File: src/vseq_pkg.sv
//****************************************
// Vector sequencer shared definitions
// Sizes, opcodes and unit selection
//****************************************
package vseq_pkg;

  // Processing elements
  localparam int unsigned NR_LANES = 2;
  // Lanes plus the memory unit
  localparam int unsigned NR_PES   = NR_LANES + 1;

  // Instruction slots
  localparam int unsigned NR_VINSN = 4;
  localparam int unsigned VID_W    = 2;

  // Vector register file
  localparam int unsigned NR_VREGS = 32;
  localparam int unsigned VREG_W   = 5;
  localparam logic [VREG_W-1:0] VMASK = '0;

  // Operand widths
  localparam int unsigned VL_W     = 6;
  localparam int unsigned SCALAR_W = 32;

  // Address generation latency in cycles after the issue
  localparam int unsigned ADDRGEN_LAT = 2;

  // Opcodes, VCNT returns a scalar and writes no vd
  typedef enum logic [2:0] {
    VADD, VSUB, VAND, VOR, VXOR, VLE, VSE, VCNT
  } vseq_op_e;

  // Target unit of an instruction
  typedef enum logic {
    VFU_ALU,
    VFU_MEM
  } vseq_vfu_e;

  // Loads and stores go to the memory unit, the rest to the lanes
  function automatic vseq_vfu_e op_vfu(vseq_op_e op);
    return (op == VLE || op == VSE) ? VFU_MEM : VFU_ALU;
  endfunction

endpackage
File: src/vseq_top.sv
//****************************************
// Vector sequencer subsystem top
//****************************************
`timescale 1ns/10ps

module vseq_top import vseq_pkg::*; (
  input  logic                clk_i,
  input  logic                rst_ni,
  // Dispatcher
  input  logic                req_valid_i,
  input  vseq_op_e            req_op_i,
  input  logic [VREG_W-1:0]   req_vs1_i,
  input  logic                req_use_vs1_i,
  input  logic [VREG_W-1:0]   req_vs2_i,
  input  logic                req_use_vs2_i,
  input  logic [VREG_W-1:0]   req_vd_i,
  input  logic                req_use_vd_i,
  input  logic                req_vm_i,
  input  logic [VL_W-1:0]     req_vl_i,
  input  logic [SCALAR_W-1:0] req_scalar_i,
  output logic                req_ready_o,
  // Response and completions
  output logic                resp_valid_o,
  output logic [SCALAR_W-1:0] resp_data_o,
  output logic                resp_error_o,
  output logic [NR_VINSN-1:0] done_o,
  // Issue trace
  output logic                issue_valid_o,
  output logic [VID_W-1:0]    issue_id_o,
  output logic [NR_VINSN-1:0] issue_hazard_vs1_o,
  output logic [NR_VINSN-1:0] issue_hazard_vs2_o,
  output logic [NR_VINSN-1:0] issue_hazard_vd_o,
  output logic [NR_VINSN-1:0] issue_hazard_vm_o
);

  // Issue bus
  logic                pe_req_valid;
  logic [VID_W-1:0]    pe_id;
  vseq_op_e            pe_op;
  vseq_vfu_e           pe_vfu;
  logic [VL_W-1:0]     pe_vl;
  logic [SCALAR_W-1:0] pe_scalar;
  logic [NR_VINSN-1:0] pe_hazard_vs1, pe_hazard_vs2, pe_hazard_vd, pe_hazard_vm;

  // PE feedback, memory unit is the last PE
  logic [NR_PES-1:0]                   pe_ready;
  logic [NR_PES-1:0][NR_VINSN-1:0]     pe_done;
  logic                                addrgen_ack, addrgen_error;
  logic [NR_LANES-1:0]                 lane_scalar_valid;
  logic [NR_LANES-1:0][SCALAR_W-1:0]   lane_scalar_result;

  always_comb begin
    done_o = '0;
    for (int p = 0; p < NR_PES; p++)
      done_o |= pe_done[p];
  end

  assign issue_valid_o      = pe_req_valid;
  assign issue_id_o         = pe_id;
  assign issue_hazard_vs1_o = pe_hazard_vs1;
  assign issue_hazard_vs2_o = pe_hazard_vs2;
  assign issue_hazard_vd_o  = pe_hazard_vd;
  assign issue_hazard_vm_o  = pe_hazard_vm;

  vseq_sequencer u_sequencer (
    .clk_i, .rst_ni,
    .req_valid_i, .req_op_i, .req_vs1_i, .req_use_vs1_i, .req_vs2_i, .req_use_vs2_i,
    .req_vd_i, .req_use_vd_i, .req_vm_i, .req_vl_i, .req_scalar_i, .req_ready_o,
    .pe_ready_i      (pe_ready),
    .pe_done_i       (pe_done),
    .addrgen_ack_i   (addrgen_ack),
    .addrgen_error_i (addrgen_error),
    // Only lane 0 answers scalar requests
    .scalar_valid_i  (lane_scalar_valid[0]),
    .scalar_result_i (lane_scalar_result[0]),
    .resp_valid_o, .resp_data_o, .resp_error_o,
    .pe_req_valid_o  (pe_req_valid),
    .pe_id_o         (pe_id),
    .pe_op_o         (pe_op),
    .pe_vfu_o        (pe_vfu),
    .pe_vl_o         (pe_vl),
    .pe_scalar_o     (pe_scalar),
    .pe_hazard_vs1_o (pe_hazard_vs1),
    .pe_hazard_vs2_o (pe_hazard_vs2),
    .pe_hazard_vd_o  (pe_hazard_vd),
    .pe_hazard_vm_o  (pe_hazard_vm)
  );

  for (genvar g = 0; g < NR_LANES; g++) begin : g_lane
    vseq_lane u_lane (
      .clk_i, .rst_ni,
      .pe_req_valid_i  (pe_req_valid),
      .pe_id_i         (pe_id),
      .pe_op_i         (pe_op),
      .pe_vfu_i        (pe_vfu),
      .pe_vl_i         (pe_vl),
      .pe_hazard_vs1_i (pe_hazard_vs1),
      .pe_hazard_vs2_i (pe_hazard_vs2),
      .pe_hazard_vd_i  (pe_hazard_vd),
      .pe_hazard_vm_i  (pe_hazard_vm),
      .done_all_i      (done_o),
      .ready_o         (pe_ready[g]),
      .done_o          (pe_done[g]),
      .scalar_valid_o  (lane_scalar_valid[g]),
      .scalar_result_o (lane_scalar_result[g])
    );
  end

  vseq_mem_unit u_mem_unit (
    .clk_i, .rst_ni,
    .pe_req_valid_i  (pe_req_valid),
    .pe_id_i         (pe_id),
    .pe_vfu_i        (pe_vfu),
    .pe_vl_i         (pe_vl),
    .pe_scalar_i     (pe_scalar),
    .pe_hazard_vs1_i (pe_hazard_vs1),
    .pe_hazard_vs2_i (pe_hazard_vs2),
    .pe_hazard_vd_i  (pe_hazard_vd),
    .pe_hazard_vm_i  (pe_hazard_vm),
    .done_all_i      (done_o),
    .ready_o         (pe_ready[NR_LANES]),
    .done_o          (pe_done[NR_LANES]),
    .addrgen_ack_o   (addrgen_ack),
    .addrgen_error_o (addrgen_error)
  );

endmodule

File: src/vseq_mem_unit.sv
//****************************************
// Load/store unit occupancy model
// Address acknowledge, then element transfer
//****************************************
`timescale 1ns/10ps

module vseq_mem_unit import vseq_pkg::*; (
  input  logic                clk_i,
  input  logic                rst_ni,
  // Issue bus
  input  logic                pe_req_valid_i,
  input  logic [VID_W-1:0]    pe_id_i,
  input  vseq_vfu_e           pe_vfu_i,
  input  logic [VL_W-1:0]     pe_vl_i,
  input  logic [SCALAR_W-1:0] pe_scalar_i,
  input  logic [NR_VINSN-1:0] pe_hazard_vs1_i,
  input  logic [NR_VINSN-1:0] pe_hazard_vs2_i,
  input  logic [NR_VINSN-1:0] pe_hazard_vd_i,
  input  logic [NR_VINSN-1:0] pe_hazard_vm_i,
  // Completions of all PEs
  input  logic [NR_VINSN-1:0] done_all_i,
  output logic                ready_o,
  output logic [NR_VINSN-1:0] done_o,
  output logic                addrgen_ack_o,
  output logic                addrgen_error_o
);

  typedef enum logic [1:0] { M_IDLE, M_ADDR, M_HAZ, M_RUN } mem_state_e;

  mem_state_e          state_q;
  logic                issue_me, take;
  logic [VID_W-1:0]    id_q;
  logic [VL_W-1:0]     vl_q, cnt_q;
  logic                misalign_q;
  logic [NR_VINSN-1:0] haz_q, haz_left;

  assign issue_me = pe_req_valid_i && (pe_vfu_i == VFU_MEM);
  assign take     = issue_me && (state_q == M_IDLE);
  assign ready_o  = (state_q == M_IDLE) && !issue_me;
  assign haz_left = haz_q & ~done_all_i;

  always_ff @(posedge clk_i or negedge rst_ni) begin
    if (!rst_ni) begin
      state_q         <= M_IDLE;
      cnt_q           <= '0;
      haz_q           <= '0;
      done_o          <= '0;
      addrgen_ack_o   <= 1'b0;
      addrgen_error_o <= 1'b0;
    end else begin
      done_o          <= '0;
      addrgen_ack_o   <= 1'b0;
      addrgen_error_o <= 1'b0;
      // Hazards keep clearing during address generation
      haz_q           <= haz_left;
      case (state_q)
        M_IDLE: begin
          if (take) begin
            haz_q   <= (pe_hazard_vs1_i | pe_hazard_vs2_i | pe_hazard_vd_i |
                        pe_hazard_vm_i) & ~done_all_i;
            cnt_q   <= VL_W'(ADDRGEN_LAT - 1);
            state_q <= M_ADDR;
          end
        end
        M_ADDR: begin
          cnt_q <= cnt_q - VL_W'(1);
          if (cnt_q == VL_W'(1)) begin
            addrgen_ack_o   <= 1'b1;
            addrgen_error_o <= misalign_q;
            // Misaligned accesses still run to completion
            cnt_q           <= (vl_q == '0) ? VL_W'(1) : vl_q;
            state_q         <= M_HAZ;
          end
        end
        M_HAZ: begin
          if (haz_left == '0)
            state_q <= M_RUN;
        end
        M_RUN: begin
          cnt_q <= cnt_q - VL_W'(1);
          if (cnt_q == VL_W'(1)) begin
            done_o[id_q] <= 1'b1;
            state_q      <= M_IDLE;
          end
        end
        default: state_q <= M_IDLE;
      endcase
    end
  end

  // Instruction payload and word alignment check
  always_ff @(posedge clk_i) begin
    if (take) begin
      id_q       <= pe_id_i;
      vl_q       <= pe_vl_i;
      misalign_q <= |pe_scalar_i[1:0];
    end
  end

  // Acknowledge comes ADDRGEN_LAT cycles after the issue
  assert property (@(posedge clk_i) disable iff (!rst_ni)
    addrgen_ack_o |-> $past(take, ADDRGEN_LAT));

endmodule

File: src/vseq_lane.sv
//****************************************
// Arithmetic lane occupancy model
//****************************************
`timescale 1ns/10ps

module vseq_lane import vseq_pkg::*; (
  input  logic                clk_i,
  input  logic                rst_ni,
  // Issue bus
  input  logic                pe_req_valid_i,
  input  logic [VID_W-1:0]    pe_id_i,
  input  vseq_op_e            pe_op_i,
  input  vseq_vfu_e           pe_vfu_i,
  input  logic [VL_W-1:0]     pe_vl_i,
  input  logic [NR_VINSN-1:0] pe_hazard_vs1_i,
  input  logic [NR_VINSN-1:0] pe_hazard_vs2_i,
  input  logic [NR_VINSN-1:0] pe_hazard_vd_i,
  input  logic [NR_VINSN-1:0] pe_hazard_vm_i,
  // Completions of all PEs
  input  logic [NR_VINSN-1:0] done_all_i,
  output logic                ready_o,
  output logic [NR_VINSN-1:0] done_o,
  output logic                scalar_valid_o,
  output logic [SCALAR_W-1:0] scalar_result_o
);

  typedef enum logic [1:0] { L_IDLE, L_HAZ, L_RUN } lane_state_e;

  lane_state_e         state_q;
  logic                issue_me, take;
  logic [VID_W-1:0]    id_q;
  logic                is_cnt_q;
  logic [VL_W-1:0]     vl_q, cnt_q, share;
  logic [NR_VINSN-1:0] haz_q, haz_left;

  assign issue_me = pe_req_valid_i && (pe_vfu_i == VFU_ALU);
  assign take     = issue_me && (state_q == L_IDLE);
  // Drops in the issue cycle too, before the state shows busy
  assign ready_o  = (state_q == L_IDLE) && !issue_me;

  // Element share of this lane, rounded up
  assign share = pe_vl_i / VL_W'(NR_LANES) +
                 VL_W'((pe_vl_i % VL_W'(NR_LANES)) != '0);

  assign haz_left = haz_q & ~done_all_i;

  // Element count as the scalar answer
  assign scalar_result_o = SCALAR_W'(vl_q);

  always_ff @(posedge clk_i or negedge rst_ni) begin
    if (!rst_ni) begin
      state_q        <= L_IDLE;
      cnt_q          <= '0;
      haz_q          <= '0;
      done_o         <= '0;
      scalar_valid_o <= 1'b0;
    end else begin
      done_o         <= '0;
      scalar_valid_o <= 1'b0;
      haz_q          <= haz_left;
      case (state_q)
        L_IDLE: begin
          if (take) begin
            // Ids done right now no longer block
            haz_q   <= (pe_hazard_vs1_i | pe_hazard_vs2_i | pe_hazard_vd_i |
                        pe_hazard_vm_i) & ~done_all_i;
            cnt_q   <= (share == '0) ? VL_W'(1) : share;
            state_q <= L_HAZ;
          end
        end
        L_HAZ: begin
          if (haz_left == '0)
            state_q <= L_RUN;
        end
        L_RUN: begin
          cnt_q <= cnt_q - VL_W'(1);
          if (cnt_q == VL_W'(1)) begin
            done_o[id_q]   <= 1'b1;
            scalar_valid_o <= is_cnt_q;
            state_q        <= L_IDLE;
          end
        end
        default: state_q <= L_IDLE;
      endcase
    end
  end

  // Instruction payload
  always_ff @(posedge clk_i) begin
    if (take) begin
      id_q     <= pe_id_i;
      vl_q     <= pe_vl_i;
      is_cnt_q <= (pe_op_i == VCNT);
    end
  end

  // Sequencer back-pressure keeps the lane single-occupied
  assert property (@(posedge clk_i) disable iff (!rst_ni)
    issue_me |-> state_q == L_IDLE);

endmodule

File: src/vseq_sequencer.sv
//****************************************
// Vector sequencer
// Allocates ids, tracks hazards, issues to the PEs
//****************************************
`timescale 1ns/10ps

module vseq_sequencer import vseq_pkg::*; (
  input  logic                            clk_i,
  input  logic                            rst_ni,
  // Dispatcher request
  input  logic                            req_valid_i,
  input  vseq_op_e                        req_op_i,
  input  logic [VREG_W-1:0]               req_vs1_i,
  input  logic                            req_use_vs1_i,
  input  logic [VREG_W-1:0]               req_vs2_i,
  input  logic                            req_use_vs2_i,
  input  logic [VREG_W-1:0]               req_vd_i,
  input  logic                            req_use_vd_i,
  input  logic                            req_vm_i,
  input  logic [VL_W-1:0]                 req_vl_i,
  input  logic [SCALAR_W-1:0]             req_scalar_i,
  output logic                            req_ready_o,
  // Feedback from the processing elements
  input  logic [NR_PES-1:0]               pe_ready_i,
  input  logic [NR_PES-1:0][NR_VINSN-1:0] pe_done_i,
  input  logic                            addrgen_ack_i,
  input  logic                            addrgen_error_i,
  input  logic                            scalar_valid_i,
  input  logic [SCALAR_W-1:0]             scalar_result_i,
  // Response to the dispatcher
  output logic                            resp_valid_o,
  output logic [SCALAR_W-1:0]             resp_data_o,
  output logic                            resp_error_o,
  // Issue bus
  output logic                            pe_req_valid_o,
  output logic [VID_W-1:0]                pe_id_o,
  output vseq_op_e                        pe_op_o,
  output vseq_vfu_e                       pe_vfu_o,
  output logic [VL_W-1:0]                 pe_vl_o,
  output logic [SCALAR_W-1:0]             pe_scalar_o,
  output logic [NR_VINSN-1:0]             pe_hazard_vs1_o,
  output logic [NR_VINSN-1:0]             pe_hazard_vs2_o,
  output logic [NR_VINSN-1:0]             pe_hazard_vd_o,
  output logic [NR_VINSN-1:0]             pe_hazard_vm_o
);

  typedef enum logic { IDLE, WAIT } state_e;

  state_e state_d, state_q;

  // Slot occupancy per PE
  logic [NR_PES-1:0][NR_VINSN-1:0] pe_run_d, pe_run_q;
  logic [NR_VINSN-1:0] running;
  // Running set without the ids that finish this cycle
  logic [NR_VINSN-1:0] alive;
  logic [VID_W-1:0]    next_id;
  logic                full;
  logic                accept;
  vseq_vfu_e           req_vfu;

  // Last reader and last writer of each register
  logic [NR_VREGS-1:0]            rd_vld_d, rd_vld_q, wr_vld_d, wr_vld_q;
  logic [NR_VREGS-1:0][VID_W-1:0] rd_id_d, rd_id_q, wr_id_d, wr_id_q;

  logic [NR_VINSN-1:0] haz_vs1, haz_vs2, haz_vd, haz_vm;

  always_comb begin
    running = '0;
    alive   = '0;
    for (int p = 0; p < NR_PES; p++) begin
      running |= pe_run_q[p];
      alive   |= pe_run_q[p] & ~pe_done_i[p];
    end
  end

  // Lowest free slot gives the next id
  always_comb begin
    next_id = '0;
    for (int i = NR_VINSN - 1; i >= 0; i--) begin
      if (!running[i])
        next_id = VID_W'(i);
    end
  end

  assign full    = &running;
  assign req_vfu = op_vfu(req_op_i);
  // Busy PEs, full slots and a pending response stall the dispatcher
  assign req_ready_o = (state_q == IDLE) && (&pe_ready_i) && !full;
  assign accept      = req_valid_i && req_ready_o;

  always_comb begin
    state_d      = state_q;
    resp_valid_o = 1'b0;
    resp_data_o  = '0;
    resp_error_o = 1'b0;
    // Retire finished ids
    pe_run_d = pe_run_q & ~pe_done_i;
    rd_id_d  = rd_id_q;
    wr_id_d  = wr_id_q;
    for (int v = 0; v < NR_VREGS; v++) begin
      rd_vld_d[v] = rd_vld_q[v] & alive[rd_id_q[v]];
      wr_vld_d[v] = wr_vld_q[v] & alive[wr_id_q[v]];
    end
    haz_vs1 = '0;
    haz_vs2 = '0;
    haz_vd  = '0;
    haz_vm  = '0;

    case (state_q)
      IDLE: begin
        if (accept) begin
          // Occupy the slot on every PE of the target unit
          if (req_vfu == VFU_MEM) begin
            pe_run_d[NR_LANES][next_id] = 1'b1;
          end else begin
            for (int l = 0; l < NR_LANES; l++)
              pe_run_d[l][next_id] = 1'b1;
          end
          // RAW on sources from live writers
          if (req_use_vs1_i && wr_vld_d[req_vs1_i])
            haz_vs1[wr_id_d[req_vs1_i]] = 1'b1;
          if (req_use_vs2_i && wr_vld_d[req_vs2_i])
            haz_vs2[wr_id_d[req_vs2_i]] = 1'b1;
          if (req_vm_i && wr_vld_d[VMASK])
            haz_vm[wr_id_d[VMASK]] = 1'b1;
          // WAR marks every source vector
          if (req_use_vd_i && rd_vld_d[req_vd_i]) begin
            haz_vs1[rd_id_d[req_vd_i]] = 1'b1;
            haz_vs2[rd_id_d[req_vd_i]] = 1'b1;
            haz_vm[rd_id_d[req_vd_i]]  = 1'b1;
          end
          // WAW
          if (req_use_vd_i && wr_vld_d[req_vd_i])
            haz_vd[wr_id_d[req_vd_i]] = 1'b1;
          // New owner of the accessed registers
          if (req_use_vd_i) begin
            wr_id_d[req_vd_i]  = next_id;
            wr_vld_d[req_vd_i] = 1'b1;
          end
          if (req_use_vs1_i) begin
            rd_id_d[req_vs1_i]  = next_id;
            rd_vld_d[req_vs1_i] = 1'b1;
          end
          if (req_use_vs2_i) begin
            rd_id_d[req_vs2_i]  = next_id;
            rd_vld_d[req_vs2_i] = 1'b1;
          end
          if (req_vm_i) begin
            rd_id_d[VMASK]  = next_id;
            rd_vld_d[VMASK] = 1'b1;
          end
          // Loads, stores and VCNT answer the dispatcher
          if (req_op_i inside {VLE, VSE, VCNT})
            state_d = WAIT;
        end
      end
      WAIT: begin
        // Held issue bus tells which answer is expected
        if (pe_vfu_o == VFU_MEM) begin
          if (addrgen_ack_i) begin
            resp_valid_o = 1'b1;
            resp_error_o = addrgen_error_i;
            state_d      = IDLE;
          end
        end else if (scalar_valid_i) begin
          resp_valid_o = 1'b1;
          resp_data_o  = scalar_result_i;
          state_d      = IDLE;
        end
      end
      default: state_d = IDLE;
    endcase
  end

  always_ff @(posedge clk_i or negedge rst_ni) begin
    if (!rst_ni) begin
      state_q         <= IDLE;
      pe_run_q        <= '0;
      rd_vld_q        <= '0;
      wr_vld_q        <= '0;
      rd_id_q         <= '0;
      wr_id_q         <= '0;
      pe_req_valid_o  <= 1'b0;
      pe_id_o         <= '0;
      pe_op_o         <= VADD;
      pe_vfu_o        <= VFU_ALU;
      pe_vl_o         <= '0;
      pe_scalar_o     <= '0;
      pe_hazard_vs1_o <= '0;
      pe_hazard_vs2_o <= '0;
      pe_hazard_vd_o  <= '0;
      pe_hazard_vm_o  <= '0;
    end else begin
      state_q        <= state_d;
      pe_run_q       <= pe_run_d;
      rd_vld_q       <= rd_vld_d;
      wr_vld_q       <= wr_vld_d;
      rd_id_q        <= rd_id_d;
      wr_id_q        <= wr_id_d;
      pe_req_valid_o <= accept;
      // Issue fields hold until the next acceptance
      if (accept) begin
        pe_id_o         <= next_id;
        pe_op_o         <= req_op_i;
        pe_vfu_o        <= req_vfu;
        pe_vl_o         <= req_vl_i;
        pe_scalar_o     <= req_scalar_i;
        pe_hazard_vs1_o <= haz_vs1;
        pe_hazard_vs2_o <= haz_vs2;
        pe_hazard_vd_o  <= haz_vd;
        pe_hazard_vm_o  <= haz_vm;
      end
    end
  end

  // Slots must not be overbooked
  assert property (@(posedge clk_i) disable iff (!rst_ni)
    accept |-> !running[next_id]);

  // Answers from the PEs arrive only while a response is awaited
  assert property (@(posedge clk_i) disable iff (!rst_ni)
    (addrgen_ack_i || scalar_valid_i) |-> (state_q == WAIT));

endmodule

File: config.mk
export PLATFORM = sky130hd
export DESIGN_NAME = vseq_top
export DESIGN_NICKNAME = d
export VERILOG_FILES = /design/src/vseq_pkg.sv /design/src/vseq_top.sv /design/src/vseq_mem_unit.sv /design/src/vseq_lane.sv /design/src/vseq_sequencer.sv
export SDC_FILE = /design/constraint.sdc
export NUM_CORES = 1
export LEC_CHECK = 0
export ABC_AREA = 1
export BUFFER_PORTS_ARGS = -buffer_cell sky130_fd_sc_hd__buf_2
export CAP_MARGIN = 20
export CORE_UTILIZATION = 40
export CTS_BUF_LIST = sky130_fd_sc_hd__clkbuf_8 sky130_fd_sc_hd__clkbuf_16
export CTS_CLUSTER_DIAMETER = 30
export DETAILED_ROUTE_END_ITERATION = 7
export GPL_TIMING_DRIVEN = 0
export PLACE_DENSITY = 0.53
export SYNTH_ARGS = -nofsm -noshare
export SYNTH_HDL_FRONTEND = slang
export SYNTH_SLANG_ARGS = --single-unit
File: constraint.sdc
create_clock -name clk_i -period 3.8 [get_ports clk_i]
set_input_delay 0.38 -clock clk_i [delete_from_list [all_inputs] [get_ports clk_i]]
set_output_delay 0.38 -clock clk_i [all_outputs]
set_load 0.02 [all_outputs]
# Yosys cells after proc, flatten, opt, wreduce, memory -nomap -nowiden
# Index checks and enable logic that the tools add are counted.
totals:
  word_cells: 643
  output_inout_bits: 58
  in_bits: 63
  ff_bits: 307
classes:
  muxes: 274
  add_sub_neg: 4
  eq_ne: 24
  n_bitwise: 97
  reduce_logical: 55
  order_cmp: 87
ops:
  columns: ["op", "n"]
  rows:
  - ["$mux 32", 11]
  - ["$mux 64", 4]
  - ["$lt 2x3->1 const B", 72]
  - ["$bwmux 64", 3]
  - ["$bmux 1 s2", 64]
  - ["$mux 4", 30]
  - ["$mux 1", 100]
  - ["$or 32x32->32", 3]
  - ["$and 1x1->1", 64]
  - ["$or 4x4->4", 15]
  - ["$mux 2", 22]
  - ["$mux 6", 7]
  - ["$bmux 2 s5", 4]
  - ["$demux 2 s5", 3]
  - ["$and 4x4->4", 7]
  - ["$logic_and 1x1->1", 28]
  - ["$mux 12", 2]
  - ["$pmux 6 s2", 2]
  - ["$bmux 1 s5", 4]
  - ["$ne 2x1->1 const B", 10]
  - ["$demux 1 s2", 9]
  - ["$eq 6x1->1 const B", 3]
  - ["$ge 2x1->1 const B", 9]
  - ["$lt 5x6->1 const B", 3]
  - ["27 further kinds", 62]

# Longest topological paths before layout
# Gate-level depths: netlist (run 1).
logic_depth:
  depth_word: 16
  depth_mapped: 17
  depth_no_buf: 15

# Modules after synthesis
# From an unflattened synthesis (run 1), not the netlist that was laid out.
unflattened:
  hier_cells: 2745
  hier_area_um2: 20121.8
modules_own_cells:
  columns: ["module", "instances", "seq_area_each_um2", "cells_each", "area_per_inst_um2"]
  rows:
  - ["vseq_sequencer", 1, 6656.4, 2242, 15700.1]
  - ["vseq_lane", 2, 695.7, 168, 1481.4]
  - ["vseq_mem_unit", 1, 720.7, 155, 1413.9]
  - ["vseq_top", 1, 0.0, 12, 45.0]

# Least setup slack after synthesis (run 1)
# Ideal clock, no wire load.
synth_timing:
  path_kind: "flip-flop to flip-flop"
  start: "register u_mem_unit.state_q[0]"
  end: "register u_sequencer.wr_id_q[1] (netlist bit)"
  t_required_ps: 3670
  period_less_slack_ps: 2415
  slack_ps: 1385
  setup_time_ps: 130
  stages_incl_launch_ff: 14
  n_path_buf: 0
  arrival_ps: 2286
  cell_sequence: "dfrtp_1 inv_1 ha_1 inv_1 a21oi_1 nand4_1 a211oi_2 nand2_2 clkinv_2 nand2_4 nor4_4 nand2_1 nand2_1 o21ai_1"
synth_between:
  elab_chain_cells: 7
synth_lines:
  columns: ["item", "line", "source"]
  rows:
  - ["start, declared", "vseq_mem_unit.sv:30", "mem_state_e state_q;"]
  - ["start signal, assigned", "vseq_mem_unit.sv:44", "state_q <= M_IDLE;"]
  - ["start signal, assigned", "vseq_mem_unit.sv:62", "state_q <= M_ADDR;"]
  - ["start signal, assigned", "vseq_mem_unit.sv:72", "state_q <= M_HAZ;"]
  - ["$logic_not 2->1", "vseq_mem_unit.sv:39", "assign ready_o = (state_q == M_IDLE) && !issue_me;"]
  - ["$logic_and 1x1->1", "vseq_mem_unit.sv:39", null]
  - ["$reduce_and 3->1", "vseq_sequencer.sv:88", "assign req_ready_o = (state_q == IDLE) && (&pe_ready_i) && !full;"]
  - ["$logic_and 1x1->1 (2 in a row)", "vseq_sequencer.sv:88", null]
  - ["net req_ready_o", "vseq_top.sv:21", "output logic req_ready_o,"]
  - ["$logic_and 1x1->1", "vseq_sequencer.sv:89", "assign accept = req_valid_i && req_ready_o;"]
  - ["$reduce_and 3->1 (no line)", null, null]
  - ["end signal, assigned", "vseq_sequencer.sv:199", "wr_id_q <= wr_id_d;"]
  - ["end, declared", "vseq_sequencer.sv:63", "logic [NR_VREGS-1:0][VID_W-1:0] rd_id_d, rd_id_q, wr_id_d, wr_id_q;"]
# The timed path passes the listed nets, and every way through them passes these cells.
# A chain may end at the register's enable or synchronous reset.

# Final worst setup path (run 1)
layout_timing:
  start: "register u_mem_unit.done_o[0]"
  end: "register u_sequencer.pe_hazard_vd_o[3]"
layout_between:
  elab_chain_cells: 11
  word_cells_on_any_way: 104
  cone_classes: "68 x mux; 35 x bitwise; 1 x reduce/logical"
layout_lines:
  columns: ["item", "line", "source"]
  rows:
  - ["start, declared", "vseq_mem_unit.sv:23", "output logic [NR_VINSN-1:0] done_o,"]
  - ["start signal, assigned", "vseq_mem_unit.sv:47", "done_o <= '0;"]
  - ["start signal, assigned", "vseq_mem_unit.sv:51", "done_o <= '0;"]
  - ["start signal, assigned by index", "vseq_mem_unit.sv:82", "done_o[id_q] <= 1'b1;"]
  - ["$not 4->4 (*)", "vseq_sequencer.sv:72", "alive |= pe_run_q[p] & ~pe_done_i[p];"]
  - ["$and 4x4->4 (*)", "vseq_sequencer.sv:72", null]
  - ["$or 4x4->4 (*)", "vseq_sequencer.sv:72", null]
  - ["$bmux 1 s2", "vseq_sequencer.sv:102", "wr_vld_d[v] = wr_vld_q[v] & alive[wr_id_q[v]];"]
  - ["$mux 1 (not written as such)", "vseq_sequencer.sv:102", null]
  - ["$and 1x1->1", "vseq_sequencer.sv:102", null]
  - ["$bmux 1 s5 (*)", "vseq_sequencer.sv:133", "if (req_use_vd_i && wr_vld_d[req_vd_i])"]
  - ["$mux 1 (not written as such) (*)", "vseq_sequencer.sv:133", null]
  - ["$logic_and 1x1->1 (*)", "vseq_sequencer.sv:133", null]
  - ["$mux 4 (*)", "vseq_sequencer.sv:133", null]
  - ["$mux 4 (*)", "vseq_sequencer.sv:109", "case (state_q)"]
  - ["end signal, assigned", "vseq_sequencer.sv:210", "pe_hazard_vd_o <= haz_vd;"]
  - ["end, declared", "vseq_sequencer.sv:43", "output logic [NR_VINSN-1:0] pe_hazard_vd_o,"]
# Mark *: on every way between the ends. The rest lies on a longest branch, timed or not. The select of a mux whose other input is x is not followed.

==> results of run 1 <==
## worst reg2reg max path: stages (launching register included)
cell and delay, ns:
dfrtp_1 0.41, inv_1 0.07, nand2_1 0.08, nand3_2 0.25, buf_2 0.39, buf_4 0.35, nand2_1 0.11, nand3b_1 0.09
nand3_1 0.22, a22o_1 0.27, o21ai_0 0.22, nand2_1 0.08, nor2_1 0.48, nand3_1 0.24, nand2_1 0.10
## timing repair
item | CTS | global route
resized for setup | 0 | 0
hold buffers | 9 | 0
hold endpoints to repair | 96 | 0
## synthesized netlist by cell type (all sizes together) (2+ instances only)
cell and number:
ha 12, dfrtp 287, nor4 16, nand4 25, o21ai 198, inv 230, o41ai 4, clkbuf 55
o22ai 35, xor2 8, or2 2, o221ai 72, o211ai 3, a22oi 64, nand3 198, nor3 36
edfxtp 20, a21oi 30, buf 59, a22o 12, nor2 82, nand2 919, o31ai 2, xnor2 3
nand3b 23, or3 2, clkinv 6
## logic make-up after synthesis
group	synth area share [%]
flip-flops	44.0
AO/OA/AOI/OAI	15.2
buffers and inverters	8.26
other	0.0212
adder cells (fa/ha/maj)	0.848
AND/OR/NAND/NOR	31.1
multiplexers	0.0636
XOR/XNOR	0.544
## state kept, by name (all words and copies together) (netlist names), 6 cells and up
signal	cells
u_sequencer.pe_run_q	12
u_sequencer.wr_vld_q	32
u_sequencer.pe_vl_o	6
u_mem_unit.vl_q	6
g_lane.u_lane.done_o	8
g_lane.u_lane.cnt_q	12
g_lane.u_lane.vl_q	6
u_sequencer.rd_id_q	64
u_sequencer.rd_vld_q	32
u_sequencer.wr_id_q	64
u_mem_unit.cnt_q	6
g_lane.u_lane.haz_q	8
## metal layers
layer  wire, um  share of wire [%]  global-route usage [%]
met1      29700                 42                    42.0
met2      33000                 46                    51.4
met4       3370                4.7                    14.8
met3       5380                7.5                    5.75
met5          0                  0                       0
## power by group through the flow
| stage | sequential (mW) | combinational (mW) | clock (mW) |
|---|---|---|---|
| final | 3.31 | 0.386 | 7.06 |
| after global routing | 3.31 | 0.403 | 7.34 |
| after CTS | 3.31 | 0.374 | 7.15 |
| after detailed placement | 3.36 | 0.366 | 0 |
| after global placement | 3.36 | 0.357 | 0 |
| after floorplan | 3.36 | 0.155 | 0 |
## stage by stage
| step | area [um^2] | setup slack [ns] | TNS [ns] | utilization [%] | hold slack, ns |
|---|---|---|---|---|---|
| 2_1_floorplan | 17800 | 1.38 | 0 | - | 0.0844 |
| 3_3_place_gp | 18800 | -3.31 | -935.13 | 43.5 | 0.449 |
| 3_5_place_dp | 18900 | 0.108 | 0 | 43.7 | 0.459 |
| 4_1_cts | 21900 | 0.459 | 0 | 50.6 | 0.0157 |
| 5_1_grt | 21900 | 0.248 | 0 | 50.6 | 0.0546 |
| 6_report | 21900 | 0.373 | 0 | 50.6 | 0.0348 |
## layout by cell type (no fill, tap or decap), drive strengths merged, types with 3 or more instances in the layout
cell type and instances:
o211ai 3, clkinv 35, edfxtp 20, o41ai 4
o21ai 198, conb 26, buf 127, dfrtp 287
bufinv 6, o22ai 35, nand2 919, nand3 198
a22o 12, nor3 36, nand4 25, xor2 8
clkbuf 154, a22oi 64, o221ai 72, nor2 82
ha 12, a21oi 30, nor4 16, inv 253
xnor2 3, clkinvlp 4, dlygate4sd3 9, nand3b 23
## path summary, 6_finish.rpt
kind,startpoint,to,cells after the start
worst max-delay path,u_mem_unit.done_o[0]$_DFF_PN0_,u_sequencer.pe_hazard_vd_o[3]$_DFFE_PN0P_,14
max in group asynchronous,rst_ni,u_sequencer.wr_id_q[56]$_DFFE_PN0P_,3
min in group asynchronous,rst_ni,u_sequencer.rd_id_q[56]$_DFFE_PN0P_,2
worst max register to register,u_mem_unit.done_o[0]$_DFF_PN0_,u_sequencer.pe_hazard_vd_o[3]$_DFFE_PN0P_,14
worst min register to register,g_lane[0].u_lane.id_q[0]$_DFFE_PP_,g_lane[0].u_lane.done_o[2]$_DFF_PN0_,1
worst min-delay path,req_op_i[2],u_sequencer.pe_op_o[2]$_DFFE_PN0P_,3
## final cells by class
type	instances	area, um^2	share of cell area [%]
diodes	1	2.50	0.0114
plain buffers	114	574	2.62
clock buffers	99	2340	10.7
clock inverters	62	572	2.61
inverters	236	887	4.04
multi-input cells	1779	8560	39.0
flip-flops and latches	307	7780	35.5
well taps	585	732	3.34
repair buffers	77	488	2.22
==> flow_metrics.env, run 1 <==
export IMPL_drive_above_1_share_pct=10.7
export IMPL_p_leak_nw=10.3
export IMPL_syn_to_final_growth_pct=23.9
export IMPL_pin_count=121
export IMPL_synth_top_area_share_pct=40.6
export IMPL_drcViolationCount=0
export IMPL_power_density_nw_per_um2=490
export IMPL_syn_inst=2411
export IMPL_placedCellCount=3089
export IMPL_clock_skew_ns=0.0352
export IMPL_slowest_stage="nor2_1"
export IMPL_sw_frac_of_total_pct=24.0
export IMPL_cts_made_buffers=87
export IMPL_hp_class="in2reg"
export IMPL_stdcell_count=3260
export IMPL_worstPathRequired_ns=4.36
export IMPL_peakVddDrop_mv=0.430
export IMPL_track_usage_pct=32.1
export IMPL_power_mw=10.7
export IMPL_run_status="complete, no violations"
export IMPL_min_period_ns=3.43
export IMPL_grt_max_degree=113
export IMPL_cp_end_kind="flop"
export IMPL_port_buffers=64
export IMPL_grt_pass1_wl_mm=107
export IMPL_grt_ovfl_total=0
export IMPL_synthArstFlopShare_pct=93.5
export IMPL_comb_power_share_pct=3.6
export IMPL_clk_pin_slew_ns=0.05
export IMPL_synth_area_um2=17700
export IMPL_grt_pass1_vias=17400
export IMPL_first_pass_iters=6
export IMPL_die_x_um=212
export IMPL_detailed_place_hpwl_mm=51.4
export IMPL_insertion_delay_ns=0.63
export IMPL_max_stage_delay_ns=0.48
export IMPL_ys_warn_count=0
export IMPL_cts_setup_buffers=0
export IMPL_power_switching_mw=2.57
export IMPL_syn_avg_cell_area_um2=7.34
export IMPL_relSlewSlack_pct=19.7
export IMPL_critPathArrivalTime_ns=3.98
export IMPL_root_buffer="clkbuf_16"
export IMPL_drt_total_wl_mm=71.5
export IMPL_drt_wirelength_per_cell_um=21.9
export IMPL_cellInternalPower_mw=8.17
export IMPL_final_period_utilization_pct=90.2
export IMPL_row_count=76
export IMPL_ys_ff_latch=307
export IMPL_drt_iter0_drc=1853
export IMPL_htree_levels=3
export IMPL_clockBufferDepth=3
export IMPL_yosys_area_top_type="dfrtp_1"
export IMPL_start_util_pct=40.8
export IMPL_cts_sinks=307
export IMPL_crit_type="reg2reg"
export IMPL_critPathMostFrequentCell="nand2_1"
export IMPL_synth_top_flop_cell="dfrtp_1"
export IMPL_setup_viol=0
export IMPL_clkPwrFrac_pct=65.6
export IMPL_drv_cap=0
export IMPL_ant_nets=0
export IMPL_crit_family="simple AND/OR/NAND/NOR gates"
export IMPL_cts_tree="yes"
export IMPL_p_seq_share_pct=30.8
export IMPL_crit_path_cell_trace="inv_1, nand2_1, nand3_2, buf_2, buf_4, nand2_1, nand3b_1, nand3_1, a22o_1, o21ai_0, nand2_1, nor2_1, nand3_1, nand2_1"
export IMPL_nNetsFinal=2677
export IMPL_tightest_slew_ns=1.20
export IMPL_fill_cells=4309
export IMPL_synth_edf_count=20
export IMPL_antenna_found_initial=2
export IMPL_core_area_um2=43400
export IMPL_die_h_um=212
export IMPL_via_count=18200
export IMPL_path_max_fanout=10
export IMPL_crit_buf_inv=3
export IMPL_via_per_inst=5.60
export IMPL_finalHoldViolCount=0
export IMPL_grt_setup_unrepaired="no"
export IMPL_yosys_cell_types_count=45
export IMPL_timing_fmax_ghz=0.292
export IMPL_gp_congestion=1.01
export IMPL_synth_area_leaders="dfrtp_1 41%, nand2_1 19%, nand3_1 5.5%"
export IMPL_slew_viol_final=0
export IMPL_r2r_slack_ns=0.37
export IMPL_start_kind="flop"
export IMPL_die_area_um2=45100
export IMPL_ys_seq_area_share_pct=44.0
Note: power is estimated with default switching activity, not from simulation.
==> run 2: changes to the inputs <==
--- a/config.mk
+++ b/config.mk
@@ -8,12 +8,12 @@
 export ABC_AREA = 1
 export BUFFER_PORTS_ARGS = -buffer_cell sky130_fd_sc_hd__buf_2
 export CAP_MARGIN = 20
-export CORE_UTILIZATION = 40
+export CORE_UTILIZATION = 28
 export CTS_BUF_LIST = sky130_fd_sc_hd__clkbuf_8 sky130_fd_sc_hd__clkbuf_16
 export CTS_CLUSTER_DIAMETER = 30
 export DETAILED_ROUTE_END_ITERATION = 7
 export GPL_TIMING_DRIVEN = 0
-export PLACE_DENSITY = 0.53
+export PLACE_DENSITY = 0.39
 export SYNTH_ARGS = -nofsm -noshare
 export SYNTH_HDL_FRONTEND = slang
 export SYNTH_SLANG_ARGS = --single-unit
==> flow_metrics.env, run 2 (same netlist as run 1, synthesis figures left out) <==
export IMPL_run_status="complete, no violations"
export IMPL_power_mw=11.4
export IMPL_final_common_cell="nand2_1"
export IMPL_clockBufferDepth=3
export IMPL_reg_top3="u_sequencer.rd_id_q (64), u_sequencer.wr_id_q (64)"
export IMPL_r2r_slack_ns=0.42
export IMPL_detailed_place_hpwl_mm=57.3
export IMPL_grt_pass1_vias=17400
export IMPL_drt_wirelength_per_cell_um=22.5
export IMPL_path_max_fanout=10
export IMPL_rr_worst_depth=17
export IMPL_worstPathRequired_ns=4.34
export IMPL_grt_max_degree=104
export IMPL_root_buffer="clkbuf_16"
export IMPL_gp_congestion=0.965
export IMPL_peakVddDrop_mv=0.526
export IMPL_slew_viol_final=0
export IMPL_cts_setup_buffers=0
export IMPL_diodes=0
export IMPL_die_h_um=253
export IMPL_holdWs_ns=0.0657
export IMPL_die_x_um=253
export IMPL_cts_sinks=307
export IMPL_crit_path_cell_trace="inv_1, nand2_1, nand3_2, buf_2, buf_2, nand2_1, nand3b_1, nand3_1, nand2_1, nand4_1, nand2_1, nand3_1, nor2_1, nand3_1, o21ai_0, nand2_1, nand2_1"
export IMPL_relSlewSlack_pct=24.3
export IMPL_crit_type="reg2reg"
export IMPL_insertion_delay_ns=0.64
export IMPL_syn_to_final_growth_pct=27.8
export IMPL_clock_skew_ns=0.0437
export IMPL_drt_iter0_drc=1792
export IMPL_crit_start="u_mem_unit.done_o[1]$_DFF_PN0_"
export IMPL_drv_cap=0
export IMPL_grt_setup_unrepaired="no"
export IMPL_cts_made_buffers=96
export IMPL_slowest_stage="buf_2"
export IMPL_mostFrequentLayoutCells="917 x nand2_1, 287 x dfrtp_1, 258 x inv_1"
export IMPL_row_count=91
export IMPL_via_count=18100
export IMPL_pin_count=121
export IMPL_hp_class="in2reg"
export IMPL_cts_resized=0
export IMPL_tightest_slew_ns=1.13
export IMPL_min_period_ns=3.38
export IMPL_place_area_um2=19300
export IMPL_final_period_utilization_pct=88.9
export IMPL_timing_fmax_ghz=0.296
export IMPL_cts_tree="yes"
export IMPL_min_from="req_op_i[1]"
export IMPL_start_util_pct=28.5
export IMPL_critPathMostFrequentCell="nand2_1"
export IMPL_htree_levels=3
export IMPL_grt_pass1_wl_mm=116
export IMPL_setup_viol=0
export IMPL_start_kind="flop"
export IMPL_die_area_um2=64200
export IMPL_r2r_start="u_mem_unit.done_o[1]$_DFF_PN0_"
export IMPL_max_stage_delay_ns=0.40
export IMPL_stdcell_area_um2=22600
export IMPL_grt_ovfl_total=0
export IMPL_cp_end_kind="flop"
export IMPL_critPathArrivalTime_ns=3.91
export IMPL_cts_hold_buf=9
export IMPL_antenna_found_initial=3
export IMPL_port_buffers=64
export IMPL_drcViolationCount=0
export IMPL_clk_pin_slew_ns=0.04
export IMPL_power_density_nw_per_um2=505
export IMPL_finalHoldViolCount=0
export IMPL_nNetsFinal=2689
export IMPL_fill_cells=6538
export IMPL_ant_nets=0
export IMPL_drive_above_1_share_pct=10.9
export IMPL_via_per_inst=5.13
export IMPL_cp_endpoint="u_sequencer.pe_hazard_vs2_o[2]$_DFFE_PN0P_"
export IMPL_core_area_um2=62100
export IMPL_drt_total_wl_mm=79.3
export IMPL_first_pass_iters=6
export IMPL_track_usage_pct=24.9
export IMPL_timing_rr_end="u_sequencer.pe_hazard_vs2_o[2]$_DFFE_PN0P_"
export IMPL_p_leak_nw=10.5
run 2: stage by stage:
stage / cells / utilization, % / setup TNS [ns] / setup WS, ns
floorplan: 2436 / - / 0 / 1.38
global placement: 3337 / 30.9 / -1034.59 / -3.67
detailed placement: 3344 / 31.1 / -0.905 / -0.245
CTS: 3528 / 36.5 / 0 / 0.413
global route: 3528 / 36.5 / 0 / 0.132
finish: 3528 / 36.5 / 0 / 0.421
run 2: report_power, final:
group / switching (mW) / internal, mW / total [mW]
Combinational: 0.335 / 0.0703 / 0.405
Clock: 2.29 / 5.42 / 7.71
Sequential: 0 / 3.31 / 3.31
run 2: worst min-delay path by stage:
stage / to / slack (ns) / cells after the start
floorplan: g_lane[0].u_lane.cnt_q[0]$_DFFE_PN0P_ / 0.08 / 0
global placement: u_sequencer.pe_scalar_o[1]$_DFFE_PN0P_ / 0.46 / 2
detailed placement: u_sequencer.rd_id_q[58]$_DFFE_PN0P_ / 0.45 / 1
CTS: u_sequencer.pe_op_o[1]$_DFFE_PN0P_ / 0.04 / 3
global route: u_sequencer.pe_op_o[1]$_DFFE_PN0P_ / 0.05 / 3
finish: u_sequencer.pe_op_o[1]$_DFFE_PN0P_ / 0.07 / 3
run 2: layout make-up:
class / instances / area, um^2 / area share (%)
plain buffers: 114 / 574 / 2.54
flip-flops and latches: 307 / 7780 / 34.4
clock buffers: 117 / 2700 / 11.9
repair buffers: 80 / 538 / 2.38
multi-input cells: 1779 / 8560 / 37.8
well taps: 837 / 1050 / 4.63
inverters: 236 / 887 / 3.92
clock inverters: 58 / 539 / 2.38
run 2: layer usage:
layer | GRT usage [%] | share of wire (%) | up-vias
met5 | 0 | 0 | -
met2 | 40.4 | 47 | 618
li1 | - | - | 8487
met3 | 5.17 | 6.0 | 153
met1 | 32.6 | 44 | 8825
met4 | 9.13 | 3.3 | 0
run 2: worst max-delay path: cells and delay by family, from the launching register on:
kind,cells,cell delay [ns]
AO/OA/AOI/OAI,1,0.11
AND/OR/NAND/NOR,13,1.93
flip-flops,1,0.39
buffers and inverters,3,0.83
